**src/common/fcpu_pkg.sv**
```systemverilog
package fcpu_pkg;

   // datapath widths
   localparam int DATA_W     = 16;
   localparam int TAG_W      = 4;
   localparam int INSTR_W    = 4;
   localparam int N_OPERANDS = 3;

   // station size
   localparam int RS_DEPTH_W = 2;
   localparam int RS_DEPTH   = 2 ** RS_DEPTH_W;

   // cdb word is tag over data
   localparam int CDB_W = TAG_W + DATA_W;

   // issued branch as held in the pre-calculation buffer
   localparam int CALC_W = INSTR_W + TAG_W + N_OPERANDS * DATA_W;

   typedef enum logic [INSTR_W-1:0] {
      I_NOP,
      I_BLT,
      I_BEQ,
      I_JMP,
      I_JMPR
   } opcode_t;

   typedef enum logic [1:0] {
      S_FREE,
      S_WAIT,
      S_READY
   } slot_state_t;

endpackage

```
**src/fifo.sv**
```systemverilog
module fifo #(
   parameter int DEPTH_W = 0,
   parameter int WIDTH   = 8
) (
   input  logic             clk,
   input  logic             i_reset,
   input  logic             i_flush,
   input  logic [WIDTH-1:0] i_data,
   input  logic             i_valid,
   output logic             o_ready,
   output logic [WIDTH-1:0] o_data,
   output logic             o_valid,
   input  logic             i_ready
);

   localparam int DEPTH = 2 ** DEPTH_W;
   localparam int PTR_W = (DEPTH_W == 0) ? 1 : DEPTH_W;

   logic [WIDTH-1:0] mem [DEPTH];
   logic [PTR_W-1:0] wr_ptr;
   logic [PTR_W-1:0] rd_ptr;
   logic [DEPTH_W:0] count;
   logic             push;
   logic             pop;

   // a full buffer still takes an item when its head leaves
   assign o_valid = (count != '0);
   assign o_ready = (count != (DEPTH_W + 1)'(DEPTH)) || i_ready;
   assign o_data  = mem[rd_ptr];
   assign push    = i_valid && o_ready;
   assign pop     = o_valid && i_ready;

   always_ff @(posedge clk) begin
      if (i_reset || i_flush) begin
         wr_ptr <= '0;
         rd_ptr <= '0;
         count  <= '0;
      end else begin
         if (push) begin
            wr_ptr <= (wr_ptr == PTR_W'(DEPTH - 1)) ? '0 : wr_ptr + 1'b1;
         end
         if (pop) begin
            rd_ptr <= (rd_ptr == PTR_W'(DEPTH - 1)) ? '0 : rd_ptr + 1'b1;
         end
         if (push && !pop) begin
            count <= count + 1'b1;
         end else if (pop && !push) begin
            count <= count - 1'b1;
         end
      end
   end

   always_ff @(posedge clk) begin
      if (push) begin
         mem[wr_ptr] <= i_data;
      end
   end

endmodule

```
**src/cdb_arbiter.sv**
```systemverilog
module cdb_arbiter (
   input  logic                        clk,
   input  logic                        i_reset,
   input  logic                        i_alu_valid,
   input  logic [fcpu_pkg::TAG_W-1:0]  i_alu_tag,
   input  logic [fcpu_pkg::DATA_W-1:0] i_alu_data,
   output logic                        o_alu_ready,
   input  logic                        i_br_valid,
   input  logic [fcpu_pkg::TAG_W-1:0]  i_br_tag,
   input  logic [fcpu_pkg::DATA_W-1:0] i_br_data,
   output logic                        o_br_ready,
   output logic                        o_cdb_valid,
   output logic [fcpu_pkg::TAG_W-1:0]  o_cdb_tag,
   output logic [fcpu_pkg::DATA_W-1:0] o_cdb_data
);

   logic                       last_br;
   logic                       alu_fire;
   logic                       br_fire;
   logic [fcpu_pkg::CDB_W-1:0] cdb_q;

   // on conflict the source not granted last time wins
   assign o_alu_ready = !i_br_valid || last_br;
   assign o_br_ready  = !i_alu_valid || !last_br;
   assign alu_fire    = i_alu_valid && o_alu_ready;
   assign br_fire     = i_br_valid && o_br_ready;

   assign o_cdb_tag  = cdb_q[fcpu_pkg::CDB_W-1 -: fcpu_pkg::TAG_W];
   assign o_cdb_data = cdb_q[fcpu_pkg::DATA_W-1:0];

   always_ff @(posedge clk) begin
      if (i_reset) begin
         last_br     <= 1'b0;
         o_cdb_valid <= 1'b0;
      end else begin
         o_cdb_valid <= alu_fire || br_fire;
         if (alu_fire) begin
            last_br <= 1'b0;
         end else if (br_fire) begin
            last_br <= 1'b1;
         end
      end
   end

   always_ff @(posedge clk) begin
      if (alu_fire) begin
         cdb_q <= {i_alu_tag, i_alu_data};
      end else if (br_fire) begin
         cdb_q <= {i_br_tag, i_br_data};
      end
   end

endmodule

```
**src/branch_unit/reservation_station.sv**
```systemverilog
module reservation_station (
   input  logic                        clk,
   input  logic                        i_reset,
   input  logic                        i_flush,
   input  logic                        i_disp_valid,
   input  fcpu_pkg::opcode_t           i_disp_opcode,
   input  logic [fcpu_pkg::TAG_W-1:0]  i_disp_tag,
   input  logic [fcpu_pkg::TAG_W-1:0]  i_a1_tag,
   input  logic [fcpu_pkg::DATA_W-1:0] i_a1_value,
   input  logic                        i_a1_filled,
   input  logic [fcpu_pkg::TAG_W-1:0]  i_a2_tag,
   input  logic [fcpu_pkg::DATA_W-1:0] i_a2_value,
   input  logic                        i_a2_filled,
   input  logic [fcpu_pkg::TAG_W-1:0]  i_dst_tag,
   input  logic [fcpu_pkg::DATA_W-1:0] i_dst_value,
   input  logic                        i_dst_filled,
   input  logic                        i_cdb_valid,
   input  logic [fcpu_pkg::TAG_W-1:0]  i_cdb_tag,
   input  logic [fcpu_pkg::DATA_W-1:0] i_cdb_data,
   input  logic                        i_issue_ready,
   output logic                        o_disp_ready,
   output logic                        o_issue_valid,
   output fcpu_pkg::opcode_t           o_issue_opcode,
   output logic [fcpu_pkg::TAG_W-1:0]  o_issue_tag,
   output logic [fcpu_pkg::DATA_W-1:0] o_issue_a1,
   output logic [fcpu_pkg::DATA_W-1:0] o_issue_a2,
   output logic [fcpu_pkg::DATA_W-1:0] o_issue_dst
);

   fcpu_pkg::slot_state_t              state    [fcpu_pkg::RS_DEPTH];
   fcpu_pkg::opcode_t                  slot_op  [fcpu_pkg::RS_DEPTH];
   logic [fcpu_pkg::TAG_W-1:0]         slot_tag [fcpu_pkg::RS_DEPTH];
   logic [fcpu_pkg::TAG_W-1:0]  op_tag [fcpu_pkg::RS_DEPTH][fcpu_pkg::N_OPERANDS];
   logic [fcpu_pkg::DATA_W-1:0] op_val [fcpu_pkg::RS_DEPTH][fcpu_pkg::N_OPERANDS];
   logic [fcpu_pkg::N_OPERANDS-1:0]    filled   [fcpu_pkg::RS_DEPTH];
   logic [fcpu_pkg::N_OPERANDS-1:0]    hit      [fcpu_pkg::RS_DEPTH];
   logic [fcpu_pkg::RS_DEPTH_W-1:0]    head;
   logic [fcpu_pkg::RS_DEPTH_W-1:0]    tail;
   logic [fcpu_pkg::TAG_W-1:0]         disp_tag [fcpu_pkg::N_OPERANDS];
   logic [fcpu_pkg::DATA_W-1:0]        disp_val [fcpu_pkg::N_OPERANDS];
   logic [fcpu_pkg::N_OPERANDS-1:0]    disp_filled;
   logic [fcpu_pkg::N_OPERANDS-1:0]    disp_now;
   logic                               disp_fire;
   logic                               issue_fire;

   // operand 0 is a1, 1 is a2, 2 is dst
   assign disp_tag    = '{i_a1_tag, i_a2_tag, i_dst_tag};
   assign disp_val    = '{i_a1_value, i_a2_value, i_dst_value};
   assign disp_filled = {i_dst_filled, i_a2_filled, i_a1_filled};

   // head is the oldest entry, tail the next free one
   assign o_disp_ready  = (state[tail] == fcpu_pkg::S_FREE) && !i_flush;
   assign o_issue_valid = (state[head] == fcpu_pkg::S_READY);
   assign disp_fire     = i_disp_valid && o_disp_ready;
   assign issue_fire    = o_issue_valid && i_issue_ready;

   assign o_issue_opcode = slot_op[head];
   assign o_issue_tag    = slot_tag[head];
   assign o_issue_a1     = op_val[head][0];
   assign o_issue_a2     = op_val[head][1];
   assign o_issue_dst    = op_val[head][2];

   // cdb snoop, also on the dispatch cycle itself
   always_comb begin
      for (int k = 0; k < fcpu_pkg::N_OPERANDS; k++) begin
         disp_now[k] = disp_filled[k] || (i_cdb_valid && disp_tag[k] == i_cdb_tag);
      end
      for (int i = 0; i < fcpu_pkg::RS_DEPTH; i++) begin
         for (int k = 0; k < fcpu_pkg::N_OPERANDS; k++) begin
            hit[i][k] = i_cdb_valid && state[i] == fcpu_pkg::S_WAIT && !filled[i][k]
                        && op_tag[i][k] == i_cdb_tag;
         end
      end
   end

   always_ff @(posedge clk) begin
      if (i_reset || i_flush) begin
         for (int i = 0; i < fcpu_pkg::RS_DEPTH; i++) begin
            state[i]  <= fcpu_pkg::S_FREE;
            filled[i] <= '0;
         end
         head <= '0;
         tail <= '0;
      end else begin
         for (int i = 0; i < fcpu_pkg::RS_DEPTH; i++) begin
            if (state[i] == fcpu_pkg::S_WAIT) begin
               filled[i] <= filled[i] | hit[i];
               if (&(filled[i] | hit[i])) begin
                  state[i] <= fcpu_pkg::S_READY;
               end
            end
         end
         if (issue_fire) begin
            state[head] <= fcpu_pkg::S_FREE;
            head        <= head + 1'b1;
         end
         if (disp_fire) begin
            filled[tail] <= disp_now;
            state[tail]  <= (&disp_now) ? fcpu_pkg::S_READY : fcpu_pkg::S_WAIT;
            tail         <= tail + 1'b1;
         end
      end
   end

   always_ff @(posedge clk) begin
      for (int i = 0; i < fcpu_pkg::RS_DEPTH; i++) begin
         for (int k = 0; k < fcpu_pkg::N_OPERANDS; k++) begin
            if (hit[i][k]) begin
               op_val[i][k] <= i_cdb_data;
            end
         end
      end
      if (disp_fire) begin
         slot_op[tail]  <= i_disp_opcode;
         slot_tag[tail] <= i_disp_tag;
         for (int k = 0; k < fcpu_pkg::N_OPERANDS; k++) begin
            op_tag[tail][k] <= disp_tag[k];
            op_val[tail][k] <= disp_filled[k] ? disp_val[k] : i_cdb_data;
         end
      end
   end

endmodule

```
**src/branch_unit/branch_unit.sv**
```systemverilog
module branch_unit (
   input  logic                        clk,
   input  logic                        i_reset,
   input  logic                        i_disp_valid,
   input  fcpu_pkg::opcode_t           i_disp_opcode,
   input  logic [fcpu_pkg::TAG_W-1:0]  i_disp_tag,
   input  logic                        i_disp_pred,
   input  logic [fcpu_pkg::TAG_W-1:0]  i_a1_tag,
   input  logic [fcpu_pkg::DATA_W-1:0] i_a1_value,
   input  logic                        i_a1_filled,
   input  logic [fcpu_pkg::TAG_W-1:0]  i_a2_tag,
   input  logic [fcpu_pkg::DATA_W-1:0] i_a2_value,
   input  logic                        i_a2_filled,
   input  logic [fcpu_pkg::TAG_W-1:0]  i_dst_tag,
   input  logic [fcpu_pkg::DATA_W-1:0] i_dst_value,
   input  logic                        i_dst_filled,
   output logic                        o_disp_ready,
   input  logic                        i_cdb_valid,
   input  logic [fcpu_pkg::TAG_W-1:0]  i_cdb_tag,
   input  logic [fcpu_pkg::DATA_W-1:0] i_cdb_data,
   output logic                        o_res_valid,
   output logic [fcpu_pkg::TAG_W-1:0]  o_res_tag,
   output logic [fcpu_pkg::DATA_W-1:0] o_res_data,
   input  logic                        i_res_ready,
   input  logic                        i_commit_valid,
   input  logic                        i_commit_invalidate,
   input  logic [fcpu_pkg::TAG_W-1:0]  i_commit_tag,
   input  fcpu_pkg::opcode_t           i_commit_opcode,
   output logic                        o_pred_condition,
   output logic                        o_true_condition,
   output logic                        o_pred_miss
);

   localparam int OPS_W = fcpu_pkg::N_OPERANDS * fcpu_pkg::DATA_W;

   logic                          issue_valid;
   logic                          issue_ready;
   fcpu_pkg::opcode_t             issue_opcode;
   logic [fcpu_pkg::TAG_W-1:0]    issue_tag;
   logic [fcpu_pkg::DATA_W-1:0]   issue_a1;
   logic [fcpu_pkg::DATA_W-1:0]   issue_a2;
   logic [fcpu_pkg::DATA_W-1:0]   issue_dst;
   logic [fcpu_pkg::CALC_W-1:0]   calc;
   fcpu_pkg::opcode_t             calc_op;
   logic [fcpu_pkg::DATA_W-1:0]   calc_a1;
   logic [fcpu_pkg::DATA_W-1:0]   calc_a2;
   logic [(1 << fcpu_pkg::TAG_W)-1:0] pred_tab;
   logic [(1 << fcpu_pkg::TAG_W)-1:0] true_tab;

   reservation_station rs (
      .clk            (clk),
      .i_reset        (i_reset),
      .i_flush        (o_pred_miss),
      .i_disp_valid   (i_disp_valid),
      .i_disp_opcode  (i_disp_opcode),
      .i_disp_tag     (i_disp_tag),
      .i_a1_tag       (i_a1_tag),
      .i_a1_value     (i_a1_value),
      .i_a1_filled    (i_a1_filled),
      .i_a2_tag       (i_a2_tag),
      .i_a2_value     (i_a2_value),
      .i_a2_filled    (i_a2_filled),
      .i_dst_tag      (i_dst_tag),
      .i_dst_value    (i_dst_value),
      .i_dst_filled   (i_dst_filled),
      .i_cdb_valid    (i_cdb_valid),
      .i_cdb_tag      (i_cdb_tag),
      .i_cdb_data     (i_cdb_data),
      .i_issue_ready  (issue_ready),
      .o_disp_ready   (o_disp_ready),
      .o_issue_valid  (issue_valid),
      .o_issue_opcode (issue_opcode),
      .o_issue_tag    (issue_tag),
      .o_issue_a1     (issue_a1),
      .o_issue_a2     (issue_a2),
      .o_issue_dst    (issue_dst)
   );

   fifo #(
      .DEPTH_W (0),
      .WIDTH   (fcpu_pkg::CALC_W)
   ) pre_calc_buf (
      .clk     (clk),
      .i_reset (i_reset),
      .i_flush (o_pred_miss),
      .i_data  ({issue_opcode, issue_tag, issue_a1, issue_a2, issue_dst}),
      .i_valid (issue_valid),
      .o_ready (issue_ready),
      .o_data  (calc),
      .o_valid (o_res_valid),
      .i_ready (i_res_ready)
   );

   assign calc_op    = fcpu_pkg::opcode_t'(calc[OPS_W + fcpu_pkg::TAG_W +: fcpu_pkg::INSTR_W]);
   assign o_res_tag  = calc[OPS_W +: fcpu_pkg::TAG_W];
   assign calc_a1    = calc[2 * fcpu_pkg::DATA_W +: fcpu_pkg::DATA_W];
   assign calc_a2    = calc[fcpu_pkg::DATA_W +: fcpu_pkg::DATA_W];
   // dst goes out as the result value
   assign o_res_data = calc[fcpu_pkg::DATA_W-1:0];

   // true condition, written as the result leaves the buffer
   always_ff @(posedge clk) begin
      if (i_reset) begin
         true_tab <= '0;
      end else if (o_res_valid && i_res_ready) begin
         case (calc_op)
            fcpu_pkg::I_BLT: true_tab[o_res_tag] <= $signed(calc_a1) < $signed(calc_a2);
            fcpu_pkg::I_BEQ: true_tab[o_res_tag] <= calc_a1 == calc_a2;
            default: ;
         endcase
      end
   end

   always_ff @(posedge clk) begin
      if (i_reset || o_pred_miss) begin
         pred_tab <= '0;
      end else if (i_disp_valid && o_disp_ready) begin
         pred_tab[i_disp_tag] <= i_disp_pred;
      end
   end

   assign o_pred_condition = pred_tab[i_commit_tag];
   assign o_true_condition = true_tab[i_commit_tag];

   always_comb begin
      o_pred_miss = 1'b0;
      if (i_commit_valid && !i_commit_invalidate) begin
         case (i_commit_opcode)
            fcpu_pkg::I_JMPR: o_pred_miss = 1'b1;
            fcpu_pkg::I_BLT,
            fcpu_pkg::I_BEQ:  o_pred_miss = o_pred_condition ^ o_true_condition;
            default:          o_pred_miss = 1'b0;
         endcase
      end
   end

endmodule

```
**src/branch_subsystem.sv**
```systemverilog
module branch_subsystem (
   input  logic                        clk,
   input  logic                        i_reset,
   input  logic                        i_disp_valid,
   input  fcpu_pkg::opcode_t           i_disp_opcode,
   input  logic [fcpu_pkg::TAG_W-1:0]  i_disp_tag,
   input  logic                        i_disp_pred,
   input  logic [fcpu_pkg::TAG_W-1:0]  i_a1_tag,
   input  logic [fcpu_pkg::DATA_W-1:0] i_a1_value,
   input  logic                        i_a1_filled,
   input  logic [fcpu_pkg::TAG_W-1:0]  i_a2_tag,
   input  logic [fcpu_pkg::DATA_W-1:0] i_a2_value,
   input  logic                        i_a2_filled,
   input  logic [fcpu_pkg::TAG_W-1:0]  i_dst_tag,
   input  logic [fcpu_pkg::DATA_W-1:0] i_dst_value,
   input  logic                        i_dst_filled,
   output logic                        o_disp_ready,
   input  logic                        i_alu_valid,
   input  logic [fcpu_pkg::TAG_W-1:0]  i_alu_tag,
   input  logic [fcpu_pkg::DATA_W-1:0] i_alu_data,
   output logic                        o_alu_ready,
   input  logic                        i_commit_valid,
   input  logic                        i_commit_invalidate,
   input  logic [fcpu_pkg::TAG_W-1:0]  i_commit_tag,
   input  fcpu_pkg::opcode_t           i_commit_opcode,
   output logic                        o_pred_condition,
   output logic                        o_true_condition,
   output logic                        o_pred_miss,
   output logic                        o_cdb_valid,
   output logic [fcpu_pkg::TAG_W-1:0]  o_cdb_tag,
   output logic [fcpu_pkg::DATA_W-1:0] o_cdb_data
);

   logic                        br_valid;
   logic [fcpu_pkg::TAG_W-1:0]  br_tag;
   logic [fcpu_pkg::DATA_W-1:0] br_data;
   logic                        br_ready;

   // the cdb outputs double as the branch unit snoop inputs
   branch_unit bu (
      .clk                 (clk),
      .i_reset             (i_reset),
      .i_disp_valid        (i_disp_valid),
      .i_disp_opcode       (i_disp_opcode),
      .i_disp_tag          (i_disp_tag),
      .i_disp_pred         (i_disp_pred),
      .i_a1_tag            (i_a1_tag),
      .i_a1_value          (i_a1_value),
      .i_a1_filled         (i_a1_filled),
      .i_a2_tag            (i_a2_tag),
      .i_a2_value          (i_a2_value),
      .i_a2_filled         (i_a2_filled),
      .i_dst_tag           (i_dst_tag),
      .i_dst_value         (i_dst_value),
      .i_dst_filled        (i_dst_filled),
      .o_disp_ready        (o_disp_ready),
      .i_cdb_valid         (o_cdb_valid),
      .i_cdb_tag           (o_cdb_tag),
      .i_cdb_data          (o_cdb_data),
      .o_res_valid         (br_valid),
      .o_res_tag           (br_tag),
      .o_res_data          (br_data),
      .i_res_ready         (br_ready),
      .i_commit_valid      (i_commit_valid),
      .i_commit_invalidate (i_commit_invalidate),
      .i_commit_tag        (i_commit_tag),
      .i_commit_opcode     (i_commit_opcode),
      .o_pred_condition    (o_pred_condition),
      .o_true_condition    (o_true_condition),
      .o_pred_miss         (o_pred_miss)
   );

   cdb_arbiter arb (
      .clk         (clk),
      .i_reset     (i_reset),
      .i_alu_valid (i_alu_valid),
      .i_alu_tag   (i_alu_tag),
      .i_alu_data  (i_alu_data),
      .o_alu_ready (o_alu_ready),
      .i_br_valid  (br_valid),
      .i_br_tag    (br_tag),
      .i_br_data   (br_data),
      .o_br_ready  (br_ready),
      .o_cdb_valid (o_cdb_valid),
      .o_cdb_tag   (o_cdb_tag),
      .o_cdb_data  (o_cdb_data)
   );

endmodule

```
**config.mk**
```make
export PLATFORM = sky130hd
export DESIGN_NAME = branch_subsystem
export DESIGN_NICKNAME = d
export VERILOG_FILES = /design/src/common/fcpu_pkg.sv /design/src/fifo.sv /design/src/cdb_arbiter.sv /design/src/branch_unit/reservation_station.sv /design/src/branch_unit/branch_unit.sv /design/src/branch_subsystem.sv
export SDC_FILE = /design/constraint.sdc
export NUM_CORES = 1
export LEC_CHECK = 0
export BUFFER_PORTS_ARGS = -buffer_cell sky130_fd_sc_hd__buf_2
export CORE_MARGIN = 2
export CORE_UTILIZATION = 24
export DETAILED_ROUTE_END_ITERATION = 16
export GPL_TIMING_DRIVEN = 0
export SLEW_MARGIN = 30
export SYNTH_ARGS = -nofsm -noshare
export SYNTH_HDL_FRONTEND = slang
export SYNTH_SLANG_ARGS = --single-unit
export TNS_END_PERCENT = 100
```
**constraint.sdc**
```tcl
create_clock -name clk -period 10.5 [get_ports clk]
set_clock_uncertainty 0.15 [all_clocks]
set_input_delay 0.525 -clock clk [delete_from_list [all_inputs] [get_ports clk]]
set_output_delay 0.525 -clock clk [all_outputs]
set_load 0.01 [all_outputs]
```
Word-level counts from Yosys, hierarchy flattened

Memory sizes are Yosys's and may differ from the RTL's. A register that Yosys moved wholly into a read port is not among the register bits.
Index checks and enable logic that the tools add are counted.

Flip-flop bits (word level): 59
Bits in writable memories: 348
Word-level logic and storage cells: 247
Memories: 7
Input port bits: 106
Output and inout bits: 26

Eq/ne operators: 26
Muxes and demuxes: 102
Reduce and logical (&&, ||, !) cells: 80
Add/subtract/negate cells: 4
Magnitude comparators: 6
Bitwise operators: 14

Memories:

| memory              | words | width | rd ports | clocked after memory_dff | wr ports | RTL line                  | RTL |
|---|---|---|---|---|---|---|---|
| bu.rs.op_val        | 4     | 48    | 1        | 1                        | 5        | reservation_station.sv:34 | `logic [fcpu_pkg::DATA_W-1:0] op_val [fcpu_pkg::RS_DEPTH][fcpu_pkg::N_OPERANDS];` |
| bu.pre_calc_buf.mem | 1     | 56    | 1        | 0                        | 1        | fifo.sv:19                | `logic [WIDTH-1:0] mem [DEPTH];` |
| bu.rs.op_tag        | 4     | 12    | 4        | 0                        | 1        | reservation_station.sv:33 | `logic [fcpu_pkg::TAG_W-1:0] op_tag [fcpu_pkg::RS_DEPTH][fcpu_pkg::N_OPERANDS];` |
| bu.rs.slot_op       | 4     | 4     | 1        | 1                        | 1        | reservation_station.sv:31 | `fcpu_pkg::opcode_t slot_op [fcpu_pkg::RS_DEPTH];` |
| bu.rs.slot_tag      | 4     | 4     | 1        | 1                        | 1        | reservation_station.sv:32 | `logic [fcpu_pkg::TAG_W-1:0] slot_tag [fcpu_pkg::RS_DEPTH];` |
| bu.rs.filled        | 4     | 3     | 4        | 0                        | 5        | reservation_station.sv:35 | `logic [fcpu_pkg::N_OPERANDS-1:0] filled [fcpu_pkg::RS_DEPTH];` |
| 1 more memories     | n/a   | n/a   | n/a      | n/a                      | n/a      | n/a                       |  |

Operator list:

| kind                 | number |
|---|---|
| $mux W1              | 69 |
| $eq A4 B4 Y1         | 15 |
| $bwmux W16           | 3 |
| $mux W16             | 3 |
| $logic_and A1 B1 Y1  | 41 |
| $mux W20             | 2 |
| $pmux W16 S2         | 1 |
| $mux W2              | 15 |
| $logic_not A1 Y1     | 19 |
| $eq A16 B16 Y1       | 1 |
| $lt A16 B16 Y1       | 1 |
| $lt A4 B5 Y1 const B | 3 |
| $reduce_and A3 Y1    | 5 |
| $mux W3              | 4 |
| $or A3 B3 Y3         | 4 |
| $bmux W1 S4          | 2 |
| $demux W1 S4         | 2 |
| $eq A2 B1 Y1 const B | 4 |
| $eq A4 B1 Y1 const B | 2 |
| $eq A4 B2 Y1 const B | 2 |
| $ge A4 B1 Y1 const B | 2 |
| $logic_or A1 B1 Y1   | 8 |
| $or A1 B1 Y1         | 8 |
| $reduce_bool A2 Y1   | 3 |
| other kinds (11)     | 13 |

Longest topological paths before layout

Gate-level depths: netlist (run 1).
An unclocked memory read counts as a cell.

Depth after elaboration: 12
Gate-level depth with buffers: 10
Mapped depth without buffers: 9

By module

Synthesis (run 1) repeated with hierarchy kept, for this count alone.

Cells, all modules: 1297
Area, all modules: 20229.4 µm²

By module, submodules not included:

| module              | seq. area each (µm²) | area an instance (µm²) | cells an instance | instances |
|---|---|---|---|---|
| reservation_station | 8928.6               | 14707.9                | 879               | 1 |
| branch_unit         | 640.6                | 2747.6                 | 306               | 1 |
| fifo                | 1701.6               | 1739.2                 | 61                | 1 |
| cdb_arbiter         | 640.6                | 1034.7                 | 51                | 1 |

Worst setup path after synthesis (run 1)

Ideal clock, no wire load.

Path kind: register to register
Start: register (tool-made name)
End: memory bu.rs.state[1][1] (netlist name), data pin
Library setup time: 0.266 ns
Required time: 10.084 ns
Data arrival time: 3.189 ns
Path slack: 6.895 ns
Cell stages (with the launch flop): 9
Period minus slack after synthesis: 3.605 ns
Path buffers: 2
Cells stage by stage: dfxtp_1 > clkbuf_1 > o311ai_0 > o21ai_0 > nor2b_1 > clkbuf_1 > nand2_1 > a31oi_1 > nor2_1

RTL lines:

| item      | RTL line                  | RTL |
|---|---|---|
| to (decl) | reservation_station.sv:30 | `fcpu_pkg::slot_state_t state [fcpu_pkg::RS_DEPTH];` |

Worst setup path in the final report (run 1)

Start: register bu.pred_tab[9] (netlist name)
End: output o_disp_ready

Cells in the longest elaborated chain, start to end: 7

Ends and longest elaborated chain:

| item                              | RTL line                  | RTL |
|---|---|---|
| from (decl)                       | branch_unit.sv:47         | `logic [(1 << fcpu_pkg::TAG_W)-1:0] pred_tab;` |
| from (signal, indexed assignment) | branch_unit.sv:118        | `pred_tab[i_disp_tag] <= i_disp_pred;` |
| $bmux W1 S4                       | branch_unit.sv:122        | `assign o_pred_condition = pred_tab[i_commit_tag];` |
| $mux W1 (implied by the code)     | branch_unit.sv:122        |  |
| $xor A1 B1 Y1                     | branch_unit.sv:131        | `fcpu_pkg::I_BEQ: o_pred_miss = o_pred_condition ^ o_true_condition;` |
| $pmux W1 S2                       | branch_unit.sv:128        | `case (i_commit_opcode)` |
| $mux W1                           | branch_unit.sv:127        | `if (i_commit_valid && !i_commit_invalidate) begin` |
| $logic_not A1 Y1                  | reservation_station.sv:52 | `assign o_disp_ready = (state[tail] == fcpu_pkg::S_FREE) && !i_flush;` |
| $logic_and A1 B1 Y1               | reservation_station.sv:52 |  |
| to (decl)                         | branch_subsystem.sv:17    | `output logic o_disp_ready,` |

Every way passes these cells. The select of a mux whose other input is x is not followed.

==> results.sh, run 1 <==
export IMPL_slowest_stage="mux4_2"
export IMPL_synthFlopType="edfxtp_1"
export IMPL_timing_rr_end="bu.rs.op_val[2][46]"
export IMPL_min_period_ns=3.987
export IMPL_final_util_pct=28.98
export IMPL_slew_headroom_pct=38.63
export IMPL_hp_start="i_disp_opcode[0]"
export IMPL_synthToLayoutAreaGrowth_pct=19.97
export IMPL_synth_top_area_share_pct=57.07
export IMPL_vias_per_cell=4.586
export IMPL_holdPathEnd="bu.rs.slot_op[0][0]"
export IMPL_synth_seq_cells=411
export IMPL_yosysTopAreaCell="edfxtp_1"
export IMPL_critPathArrivalTime_ns=3.31
export IMPL_gp_congestion=0.8550
export IMPL_grt_pass1_wl_mm=78.13
export IMPL_synth_seq_area_share_pct=61.51
export IMPL_drtIter0Drc=1078
export IMPL_p_sw_share_pct=30.31
export IMPL_pwr_share_seq_pct=43.4
export IMPL_grt_start_max_net_pins=36
export IMPL_synth_area_um2=19360
export IMPL_synth_most_common_cell="edfxtp_1"
export IMPL_die_area_um2=82970
export IMPL_clock_sinks=411
export IMPL_critPathRequiredTime_ns=9.83
export IMPL_drive_gt1_share_pct=36.64
export IMPL_synthArstFlopShare_pct=0
export IMPL_cts_setup_buffers=0
export IMPL_ff2ff_path_depth=7
export IMPL_p_per_area_nw_per_um2=242.8
export IMPL_first_global_vias=12141
export IMPL_p_clk_share_pct=27.5
export IMPL_finalSetupViolations=0
export IMPL_syn_num_nets=1366
export IMPL_vias=11599
export IMPL_num_rows=104
export IMPL_ys_warn_count=0
export IMPL_numCtsBuffers=45
export IMPL_crit_path_start="bu.pred_tab[9]"
export IMPL_core_um2=80160
export IMPL_rsz0062_at_grt="no"
export IMPL_cp_start_kind="register"
export IMPL_synth_edf_count=368
export IMPL_ir_drop_v=0.0001848
export IMPL_grt_total_usage_pct=12.68
export IMPL_fin_crit_sh_pct=37.97
export IMPL_status="finished, final reports clean"
export IMPL_ant_nets=0
export IMPL_finalSetupTns_ns=0
export IMPL_drv_slew=0
export IMPL_fp_dieH_um=288.0
export IMPL_start_util_pct=24.16
export IMPL_wirelength_mm=52.63
export IMPL_crit_path_max_fanout=10
export IMPL_ys_top_cells_by_count="edfxtp_1, mux2_2, mux4_2, nor2_1"
export IMPL_worst_path_stages=7
export IMPL_yosysUniqueCellTypes=49
export IMPL_cts_root_buf="clkbuf_16"
export IMPL_drc_errors=0
export IMPL_slowest_delay_ns=0.68
export IMPL_p_comb_share_pct=29.2
export IMPL_clk_pin_slew_ns=0.06
export IMPL_drv_cap=0
export IMPL_clkLatencyLatePin_ns=0.58
export IMPL_p_int_mw=3.932
export IMPL_finalHoldViolations=0
export IMPL_first_pass_iters=5
export IMPL_chipWidth_um=288.0
export IMPL_p_leak_nw=7.562
export IMPL_max_freq_ghz=0.2508
export IMPL_wire_per_inst_um=20.81
export IMPL_fill_cells=8107
export IMPL_synth_area_per_cell_um2=15.67
export IMPL_cpLargestDelayFamily="multiplexers"
export IMPL_r2r_start="bu.pred_tab[9]"
export IMPL_p_switching_mw=1.710
export IMPL_cts_tree="done"
export IMPL_grt_ovfl_total=0
export IMPL_criticalPathCategory="reg2out"
export IMPL_synth_area_leaders="edfxtp_1, mux2_2, mux4_2"
export IMPL_num_io_pins=132
export IMPL_fin_nets=1556
export IMPL_htree_num_levels=2
export IMPL_path_cells="xnor2_1, mux4_2, mux4_2, o21ai_4, buf_2, nor2b_1, buf_2"
export IMPL_cp_end_kind="output port"
export IMPL_tightest_slew_ns=0.9206
export IMPL_hpwl_mm=38.33
export IMPL_worst_hold_path_type="in2reg"
export IMPL_critPathBufInv=2
export IMPL_r2r_slack_ns=6.61
export IMPL_grt_antenna_before_repair=15
export IMPL_syn_instance_count=1236
export IMPL_clk_path_buf_depth=3
export IMPL_io_buffers=130
export IMPL_hold_depth=1
worst reg2reg max path: stages, from the launching register on:
cell	delay, ns
dfxtp_1	0.42
xnor2_1	0.09
mux4_2	0.46
mux4_2	0.68
o21ai_4	0.39
nand2b_1	0.38
inv_2	0.36
or2_2	0.62
power groups by stage:
stage	clock network, mW	registers, mW	logic [mW]
2_1_floorplan	0	2.44	1.09
3_3_place_gp	0	2.50	1.53
3_5_place_dp	0	2.49	1.66
4_1_cts	1.58	2.45	1.67
5_1_grt	1.64	2.48	1.80
6_report	1.55	2.45	1.65
final cells by class:
class	count	area (µm²)	share of cell area [%]
multi-input cells	723	7102	30.57
plain buffers	70	374.1	1.610
inverters	32	120.1	0.5170
clock inverters	19	190.2	0.8187
clock buffers	65	1221	5.257
flip-flops and latches	411	11910	51.27
well taps	1060	1326	5.709
repair buffers	143	970.9	4.179
diodes	6	15.01	0.06463
layer usage:
| metal | wire length [µm] | up-vias | GRT usage (%) |
|---|---|---|---|
| met2 | 24940 | 382 | 20.76 |
| met4 | 1038 | 8 | 3.238 |
| met3 | 3398 | 86 | 2.742 |
| met5 | 46 | - | 0 |
| met1 | 23200 | 5933 | 17.00 |
| li1 | - | 5190 | - |
kinds of logic after synthesis:
| family | Yosys count | share of synthesized area [%] |
|---|---|---|
| flip-flops | 411 | 61.51 |
| multiplexers | 302 | 21.64 |
| AND/OR/NAND/NOR | 227 | 5.912 |
| buffers and inverters | 102 | 2.481 |
| AO/OA/AOI/OAI | 90 | 3.282 |
| XOR/XNOR | 80 | 3.618 |
| adder cells (fa/ha/maj) | 24 | 1.551 |
what timing repair did:
| action | 4_1_cts | 5_1_grt |
|---|---|---|
| hold buffers | 1 | 0 |
| resized for setup | 0 | 0 |
| hold endpoints to repair | 1 | 0 |
through the flow:
| step | hold WS (ns) | instances | cell area, µm² | worst slack, ns | power, mW |
|---|---|---|---|---|---|
| floorplan | 0.3443 | 1236 | 19360 | 6.895 | 3.525 |
| CTS | 0.003403 | 2523 | 23210 | 6.459 | 5.703 |
| global route | 0.01505 | 2524 | 23220 | 6.409 | 5.922 |
| global placement | 0.3683 | 2426 | 21340 | 4.859 | 4.031 |
| detailed placement | 0.3758 | 2438 | 21790 | 6.150 | 4.143 |
| finish | 0.02652 | 2529 | 23230 | 6.513 | 5.642 |
sequential cells by signal, summed over array words and instances (netlist names), 8 cells and up, named ones only:
name / count
bu.rs.filled: 12
bu.pred_tab: 16
bu.rs.op_tag: 48
bu.rs.state: 8
bu.pre_calc_buf.mem: 56
bu.rs.slot_tag: 16
bu.rs.op_val: 192
arb.cdb_q: 20
bu.true_tab: 16
bu.rs.slot_op: 16
cell usage in the layout, fill, tap and decap left out, types with 8 or more instances in the layout:
cell,instances
mux4_2,72
nand2_1,30
mux2i_1,17
a311oi_1,12
clkinv_1,8
mux2_1,12
nor3_1,14
buf_6,12
nor2b_1,10
xnor2_1,42
edfxtp_1,368
mux2_2,201
nor2_1,71
clkbuf_1,57
ha_1,24
o21ai_4,10
inv_1,29
nand3_1,14
nor2_2,12
buf_2,136
buf_16,10
dfxtp_1,43
xor2_1,38
nor4_1,30
a21oi_1,25
clkbuf_16,45
o21ai_0,8
nand2b_1,12
how the worst max path moves through the flow:
| stage | slack, ns | to |
|---|---|---|
| finish | 6.51 | o_disp_ready |
| global route | 6.41 | o_disp_ready |
| CTS | 6.46 | o_disp_ready |
| detailed placement | 6.15 | bu.rs.op_val[2][41] |
| global placement | 4.86 | bu.rs.state[1][1] |
| floorplan | 6.90 | bu.rs.state[1][1] |
Power figures use the tool's default switching activity.
==> run 2: changes to the inputs <==
==> constraint.sdc (replaced) <==
create_clock -name clk -period 3.9 [get_ports clk]
set_clock_uncertainty 0.15 [all_clocks]
set_input_delay 0.195 -clock clk [delete_from_list [all_inputs] [get_ports clk]]
set_output_delay 0.195 -clock clk [all_outputs]
set_load 0.01 [all_outputs]
==> run 2 against run 1 <==
Power increased to 2.7 times the previous value. Wire length increased by 0.96%. Die area stayed put. Clock power increased to 2.7 times the previous value. First-iteration DRC count shrank 1.1%. Cell area up 3.8%. Sequential share of layout area decreased by 1.9 points. Register-to-register slack got worse by 6.4 ns. Global-route usage up 0.11 points. Via count increased by 2.8%. Sequential cell count unchanged. Utilization increased by 1.1 points. Largest cell class unchanged. Largest power group unchanged.
==> results.sh, run 2 (synthesis gave the netlist of run 1 again) <==
export IMPL_status="finished, final reports clean"
export IMPL_start_util_pct=24.16
export IMPL_fin_nets=1645
export IMPL_max_freq_ghz=0.2700
export IMPL_min_period_ns=3.704
export IMPL_worst_hold_path_type="in2reg"
export IMPL_numCtsBuffers=45
export IMPL_crit_end="bu.rs.op_val[2][46]"
export IMPL_grt_total_usage_pct=12.79
export IMPL_drv_slew=0
export IMPL_drive_gt1_share_pct=34.54
export IMPL_io_buffers=130
export IMPL_fin_crit_sh_pct=94.97
export IMPL_hpwl_mm=38.33
export IMPL_clock_sinks=411
export IMPL_core_um2=80160
export IMPL_first_global_vias=12553
export IMPL_crit_path_start="bu.pred_tab[11]"
export IMPL_num_io_pins=132
export IMPL_clk_pin_slew_ns=0.06
export IMPL_cp_end_kind="register"
export IMPL_timing_rr_end="bu.rs.op_val[2][46]"
export IMPL_first_pass_iters=7
export IMPL_fin_hold_ws_ns=0.09860
export IMPL_grt_pass1_wl_mm=79.33
export IMPL_fp_dieH_um=288.0
export IMPL_drtIter0Drc=1066
export IMPL_wirelength_mm=53.13
export IMPL_p_per_area_nw_per_um2=633.6
export IMPL_critPathRequiredTime_ns=4.03
export IMPL_clk_path_buf_depth=3
export IMPL_crit_top_cell="mux4_2"
export IMPL_r2r_start="bu.pred_tab[11]"
export IMPL_ff2ff_path_depth=7
export IMPL_ir_drop_v=0.0004295
export IMPL_critPathArrivalTime_ns=3.84
export IMPL_grt_start_max_net_pins=36
export IMPL_regMostFlops="bu.rs.op_val"
export IMPL_synthToLayoutAreaGrowth_pct=24.52
export IMPL_fin_ws_ns=0.1963
export IMPL_slew_headroom_pct=37.59
export IMPL_cp_start_kind="register"
export IMPL_criticalPathCategory="reg2reg"
export IMPL_fill_cells=8045
export IMPL_finalHoldViolations=0
export IMPL_p_leak_nw=7.932
export IMPL_rsz0062_at_grt="no"
export IMPL_final_util_pct=30.08
export IMPL_hp_start="i_a1_filled"
export IMPL_critPathBufInv=1
export IMPL_chipWidth_um=288.0
export IMPL_cts_tree="done"
export IMPL_pre_cts_ws_ns=-0.1195
export IMPL_r2r_slack_ns=0.20
export IMPL_power_total_mw=15.28
export IMPL_drc_errors=0
export IMPL_vias_per_cell=4.565
export IMPL_ant_nets=0
export IMPL_gp_congestion=0.8550
export IMPL_num_rows=104
export IMPL_worst_path_stages=7
export IMPL_grt_ovfl_total=0
export IMPL_grt_antenna_before_repair=6
export IMPL_final_cell_mix="edfxtp_1, mux2_2, buf_2"
export IMPL_vias=11929
export IMPL_final_common_cell="edfxtp_1"
export IMPL_cpLargestDelayFamily="multiplexers"
export IMPL_htree_num_levels=2
export IMPL_clkLatencyLatePin_ns=0.58
export IMPL_cts_setup_buffers=0
export IMPL_crit_path_max_fanout=25
export IMPL_slowest_stage="mux4_2"
export IMPL_path_cells="xnor2_1, mux4_2, mux4_2, o21ai_4, nand2b_1, inv_2, or2_4"
export IMPL_drv_cap=0
export IMPL_tightest_slew_ns=0.9361
export IMPL_largest_reg_flops=192
export IMPL_finalSetupViolations=0
export IMPL_cts_root_buf="clkbuf_16"
export IMPL_slowest_delay_ns=0.68
export IMPL_wire_per_inst_um=20.33
export IMPL_die_area_um2=82970
export IMPL_reg_top3="bu.rs.op_val (192), bu.pre_calc_buf.mem (56), bu.rs.op_tag (48)"
run 2: changes by cell type in the layout (fill, tap and decap cells not counted):
cell	previous run	this run
dlygate4sd3_1	1	90
or2_4	0	1
or2_2	6	5
diode_2	6	1
run 2: worst min path at each step:
stage	slack (ns)	end	cells past startpoint
2_1_floorplan	0.14	bu.rs.op_tag[0][0]	0
5_1_grt	0.09	bu.rs.filled[3][0]	5
3_3_place_gp	0.26	bu.rs.slot_op[2][3]	1
6_report	0.1	bu.rs.filled[3][0]	5
4_1_cts	0.06	bu.rs.filled[3][0]	5
3_5_place_dp	0.27	bu.rs.slot_op[2][1]	1
run 2: tightest hold or removal path, delay by kind of cell:
family,cells,cell delay (ns)
buf+inv,1,0.15
simple gates,2,0.19
compound gates,2,0.17
run 2: metrics by stage:
stage | setup TNS (ns) | std cells | instance area (µm²)
after CTS | 0 | 2612 | 24110
final | 0 | 2613 | 24110
after floorplan | 0 | 1236 | 19360
after detailed placement | -1.861 | 2438 | 21790
after global routing | 0 | 2612 | 24110
after global placement | -279.80 | 2426 | 21340
run 2: final cells by class:
cell class | count | area, µm² | share of cell area [%]
Buffer | 70 | 374.1 | 1.552
Multi-Input combinational cell | 723 | 7104 | 29.46
Clock inverter | 19 | 190.2 | 0.7887
Tap cell | 1060 | 1326 | 5.500
Sequential cell | 411 | 11910 | 49.40
Inverter | 32 | 120.1 | 0.4982
Timing Repair Buffer | 232 | 1862 | 7.721
Antenna cell | 1 | 2.502 | 0.01038
Clock buffer | 65 | 1221 | 5.065
run 2: repair_timing:
action	CTS	global route
endpoints found under the hold margin	300	0
hold buffers	90	0
endpoints found under the setup margin	16	0
gates resized for setup	1	0
run 2: routing by layer:
layer	up-vias	share of wire [%]	track usage [%]
li1	5362	-	-
met1	6081	44	17.38
met2	405	48	21.17
met3	69	6.3	2.322
met4	12	1.7	2.927
met5	-	0.15	0
run 2: power by group:
part / internal [mW] / switching [mW]
sequential: 6.19 / 0.396
combinational: 2.06 / 2.45
clock: 2.39 / 1.79
total: 10.6 / 4.63
==> run 3: changes to the inputs <==
--- a/config.mk
+++ b/config.mk
@@ -9,6 +9,7 @@
 export CORE_MARGIN = 2
 export CORE_UTILIZATION = 24
 export DETAILED_ROUTE_END_ITERATION = 16
+export GPL_ROUTABILITY_DRIVEN = 1
 export GPL_TIMING_DRIVEN = 0
 export SLEW_MARGIN = 30
 export SYNTH_ARGS = -nofsm -noshare
==> constraint.sdc (replaced) <==
create_clock -name clk -period 4.6 [get_ports clk]
set_clock_uncertainty 0.15 [all_clocks]
set_input_delay 0.23 -clock clk [delete_from_list [all_inputs] [get_ports clk]]
set_output_delay 0.23 -clock clk [all_outputs]
set_load 0.01 [all_outputs]
==> run 3 against run 2 <==
Final cell count did not move. Power fell by 15%. Critical path depth did not move. Sequential cell count did not move. Via count barely moved. Cell area barely moved. Sequential share of layout area barely moved. Die area did not move. Clock power fell by 15%. Critical path type unchanged. Critical endpoint unchanged. Largest power group unchanged. Highest routed layer unchanged.
==> results.sh, run 3 (synthesis gave the netlist of run 1 again) <==
export IMPL_path_cells="xnor2_1, mux4_2, mux4_2, o21ai_4, nand2b_1, inv_2, or2_2"
export IMPL_criticalPathCategory="reg2reg"
export IMPL_chipWidth_um=288.0
export IMPL_drv_cap=0
export IMPL_core_um2=80160
export IMPL_fin_nets=1645
export IMPL_p_per_area_nw_per_um2=537.2
export IMPL_critPathArrivalTime_ns=3.98
export IMPL_slowest_delay_ns=0.68
export IMPL_first_global_vias=12553
export IMPL_slowest_stage="mux4_2"
export IMPL_tightest_slew_ns=0.9299
export IMPL_worst_path_stages=7
export IMPL_wire_per_inst_um=20.34
export IMPL_crit_end="bu.rs.op_val[2][46]"
export IMPL_fp_dieH_um=288.0
export IMPL_largest_reg_flops=192
export IMPL_clk_pin_slew_ns=0.06
export IMPL_crit_path_max_fanout=25
export IMPL_max_freq_ghz=0.2572
export IMPL_ant_nets=0
export IMPL_grt_ovfl_total=0
export IMPL_wirelength_mm=53.14
export IMPL_reg_top3="bu.rs.op_val (192), bu.pre_calc_buf.mem (56), bu.rs.op_tag (48)"
export IMPL_cts_setup_buffers=0
export IMPL_fin_crit_sh_pct=84.52
export IMPL_vias=11927
export IMPL_min_period_ns=3.888
export IMPL_slew_headroom_pct=38.01
export IMPL_finalHoldViolations=0
export IMPL_num_io_pins=132
export IMPL_ir_drop_v=0.0003650
export IMPL_start_util_pct=24.16
export IMPL_crit_top_cell="mux4_2"
export IMPL_grt_pass1_wl_mm=79.33
export IMPL_fin_hold_ws_ns=0.1229
export IMPL_r2r_start="bu.pred_tab[11]"
export IMPL_grt_start_max_net_pins=36
export IMPL_r2r_slack_ns=0.71
export IMPL_grt_total_usage_pct=12.79
export IMPL_numCtsBuffers=45
export IMPL_p_leak_nw=7.933
export IMPL_power_total_mw=12.95
export IMPL_clk_path_buf_depth=3
export IMPL_drc_errors=0
export IMPL_cpLargestDelayFamily="multiplexers"
export IMPL_timing_rr_end="bu.rs.op_val[2][46]"
export IMPL_critPathRequiredTime_ns=4.69
export IMPL_clkLatencyLatePin_ns=0.58
export IMPL_status="finished, final reports clean"
export IMPL_vias_per_cell=4.564
export IMPL_cts_tree="done"
export IMPL_grt_antenna_before_repair=6
export IMPL_worst_hold_path_type="in2reg"
export IMPL_num_rows=104
export IMPL_gp_congestion=0.8550
export IMPL_drv_slew=0
export IMPL_cp_end_kind="register"
export IMPL_cp_start_kind="register"
export IMPL_io_buffers=130
export IMPL_die_area_um2=82970
export IMPL_final_cells=2613
export IMPL_drive_gt1_share_pct=34.54
export IMPL_critPathBufInv=1
export IMPL_final_cell_mix="edfxtp_1, mux2_2, buf_2"
export IMPL_clock_sinks=411
export IMPL_place_inst=2438
export IMPL_first_pass_iters=5
export IMPL_regMostFlops="bu.rs.op_val"
export IMPL_synthToLayoutAreaGrowth_pct=24.51
export IMPL_htree_num_levels=2
export IMPL_final_common_cell="edfxtp_1"
export IMPL_hpwl_mm=38.33
export IMPL_ff2ff_path_depth=7
export IMPL_rsz0062_at_grt="no"
export IMPL_drtIter0Drc=1077
export IMPL_cts_root_buf="clkbuf_16"
export IMPL_finalSetupViolations=0
export IMPL_crit_path_start="bu.pred_tab[11]"
-- run 3: tightest hold or removal path, cell delays in order --
cell and delay [ns]:
buf_2 0.14, a31oi_1 0.11, nor2_1 0.12, a21oi_1 0.05, nor2_1 0.07
-- run 3: how the worst min path moves through the flow --
| stage | cells after the start | slack, ns | end | start |
|---|---|---|---|---|
| after floorplan | 0 | 0.18 | bu.rs.op_tag[0][0] | i_dst_tag[0] |
| after global placement | 1 | 0.29 | bu.rs.slot_op[2][3] | i_disp_opcode[3] |
| after detailed placement | 1 | 0.30 | bu.rs.slot_op[2][1] | i_disp_opcode[1] |
| after CTS | 5 | 0.09 | bu.rs.filled[3][0] | i_a1_filled |
| after global routing | 5 | 0.12 | bu.rs.filled[3][0] | i_a1_filled |
| final | 5 | 0.12 | bu.rs.filled[3][0] | i_a1_filled |
-- run 3: final cells by class --
| class | count | area, µm² |
|---|---|---|
| flip-flops and latches | 411 | 11910 |
| clock buffers | 65 | 1221 |
| diodes | 1 | 2.502 |
| multi-input cells | 723 | 7102 |
| well taps | 1060 | 1326 |
| plain buffers | 70 | 374.1 |
| repair buffers | 232 | 1862 |
| inverters | 32 | 120.1 |
| fillers | 8045 | 56050 |
| clock inverters | 19 | 190.2 |
-- run 3: power breakdown --
group	leakage, nW	internal [mW]	switching [mW]
Sequential	3.75	5.25	0.337
Combinational	3.50	1.75	2.08
Clock	0.684	2.03	1.51
Total	7.93	9.03	3.93
-- run 3: layer usage --
layer / vias up / GRT usage, % / share of wire (%) / wire length [µm]
met3: 83 / 2.322 / 6.0 / 3162
met4: 12 / 2.927 / 1.8 / 960
met2: 388 / 21.17 / 48 / 25310
met5: - / 0 / 0.15 / 80
met1: 6079 / 17.38 / 44 / 23630
li1: 5365 / - / - / -
-- run 3: stage by stage --
step / instance area, µm² / worst slack (ns) / utilization, % / TNS [ns]
after global routing: 24110 / 0.5426 / 30.07 / 0
after floorplan: 19360 / 0.9951 / - / 0
after CTS: 24100 / 0.6487 / 30.07 / 0
final: 24110 / 0.7122 / 30.08 / 0
after detailed placement: 21790 / 0.5455 / 27.19 / 0
after global placement: 21340 / -1.041 / 26.62 / -113.10
-- run 3: what timing repair did --
item                                   CTS  global route
hold buffers                            90             0
endpoints found under the hold margin  300             0
gates resized for setup                  0             0
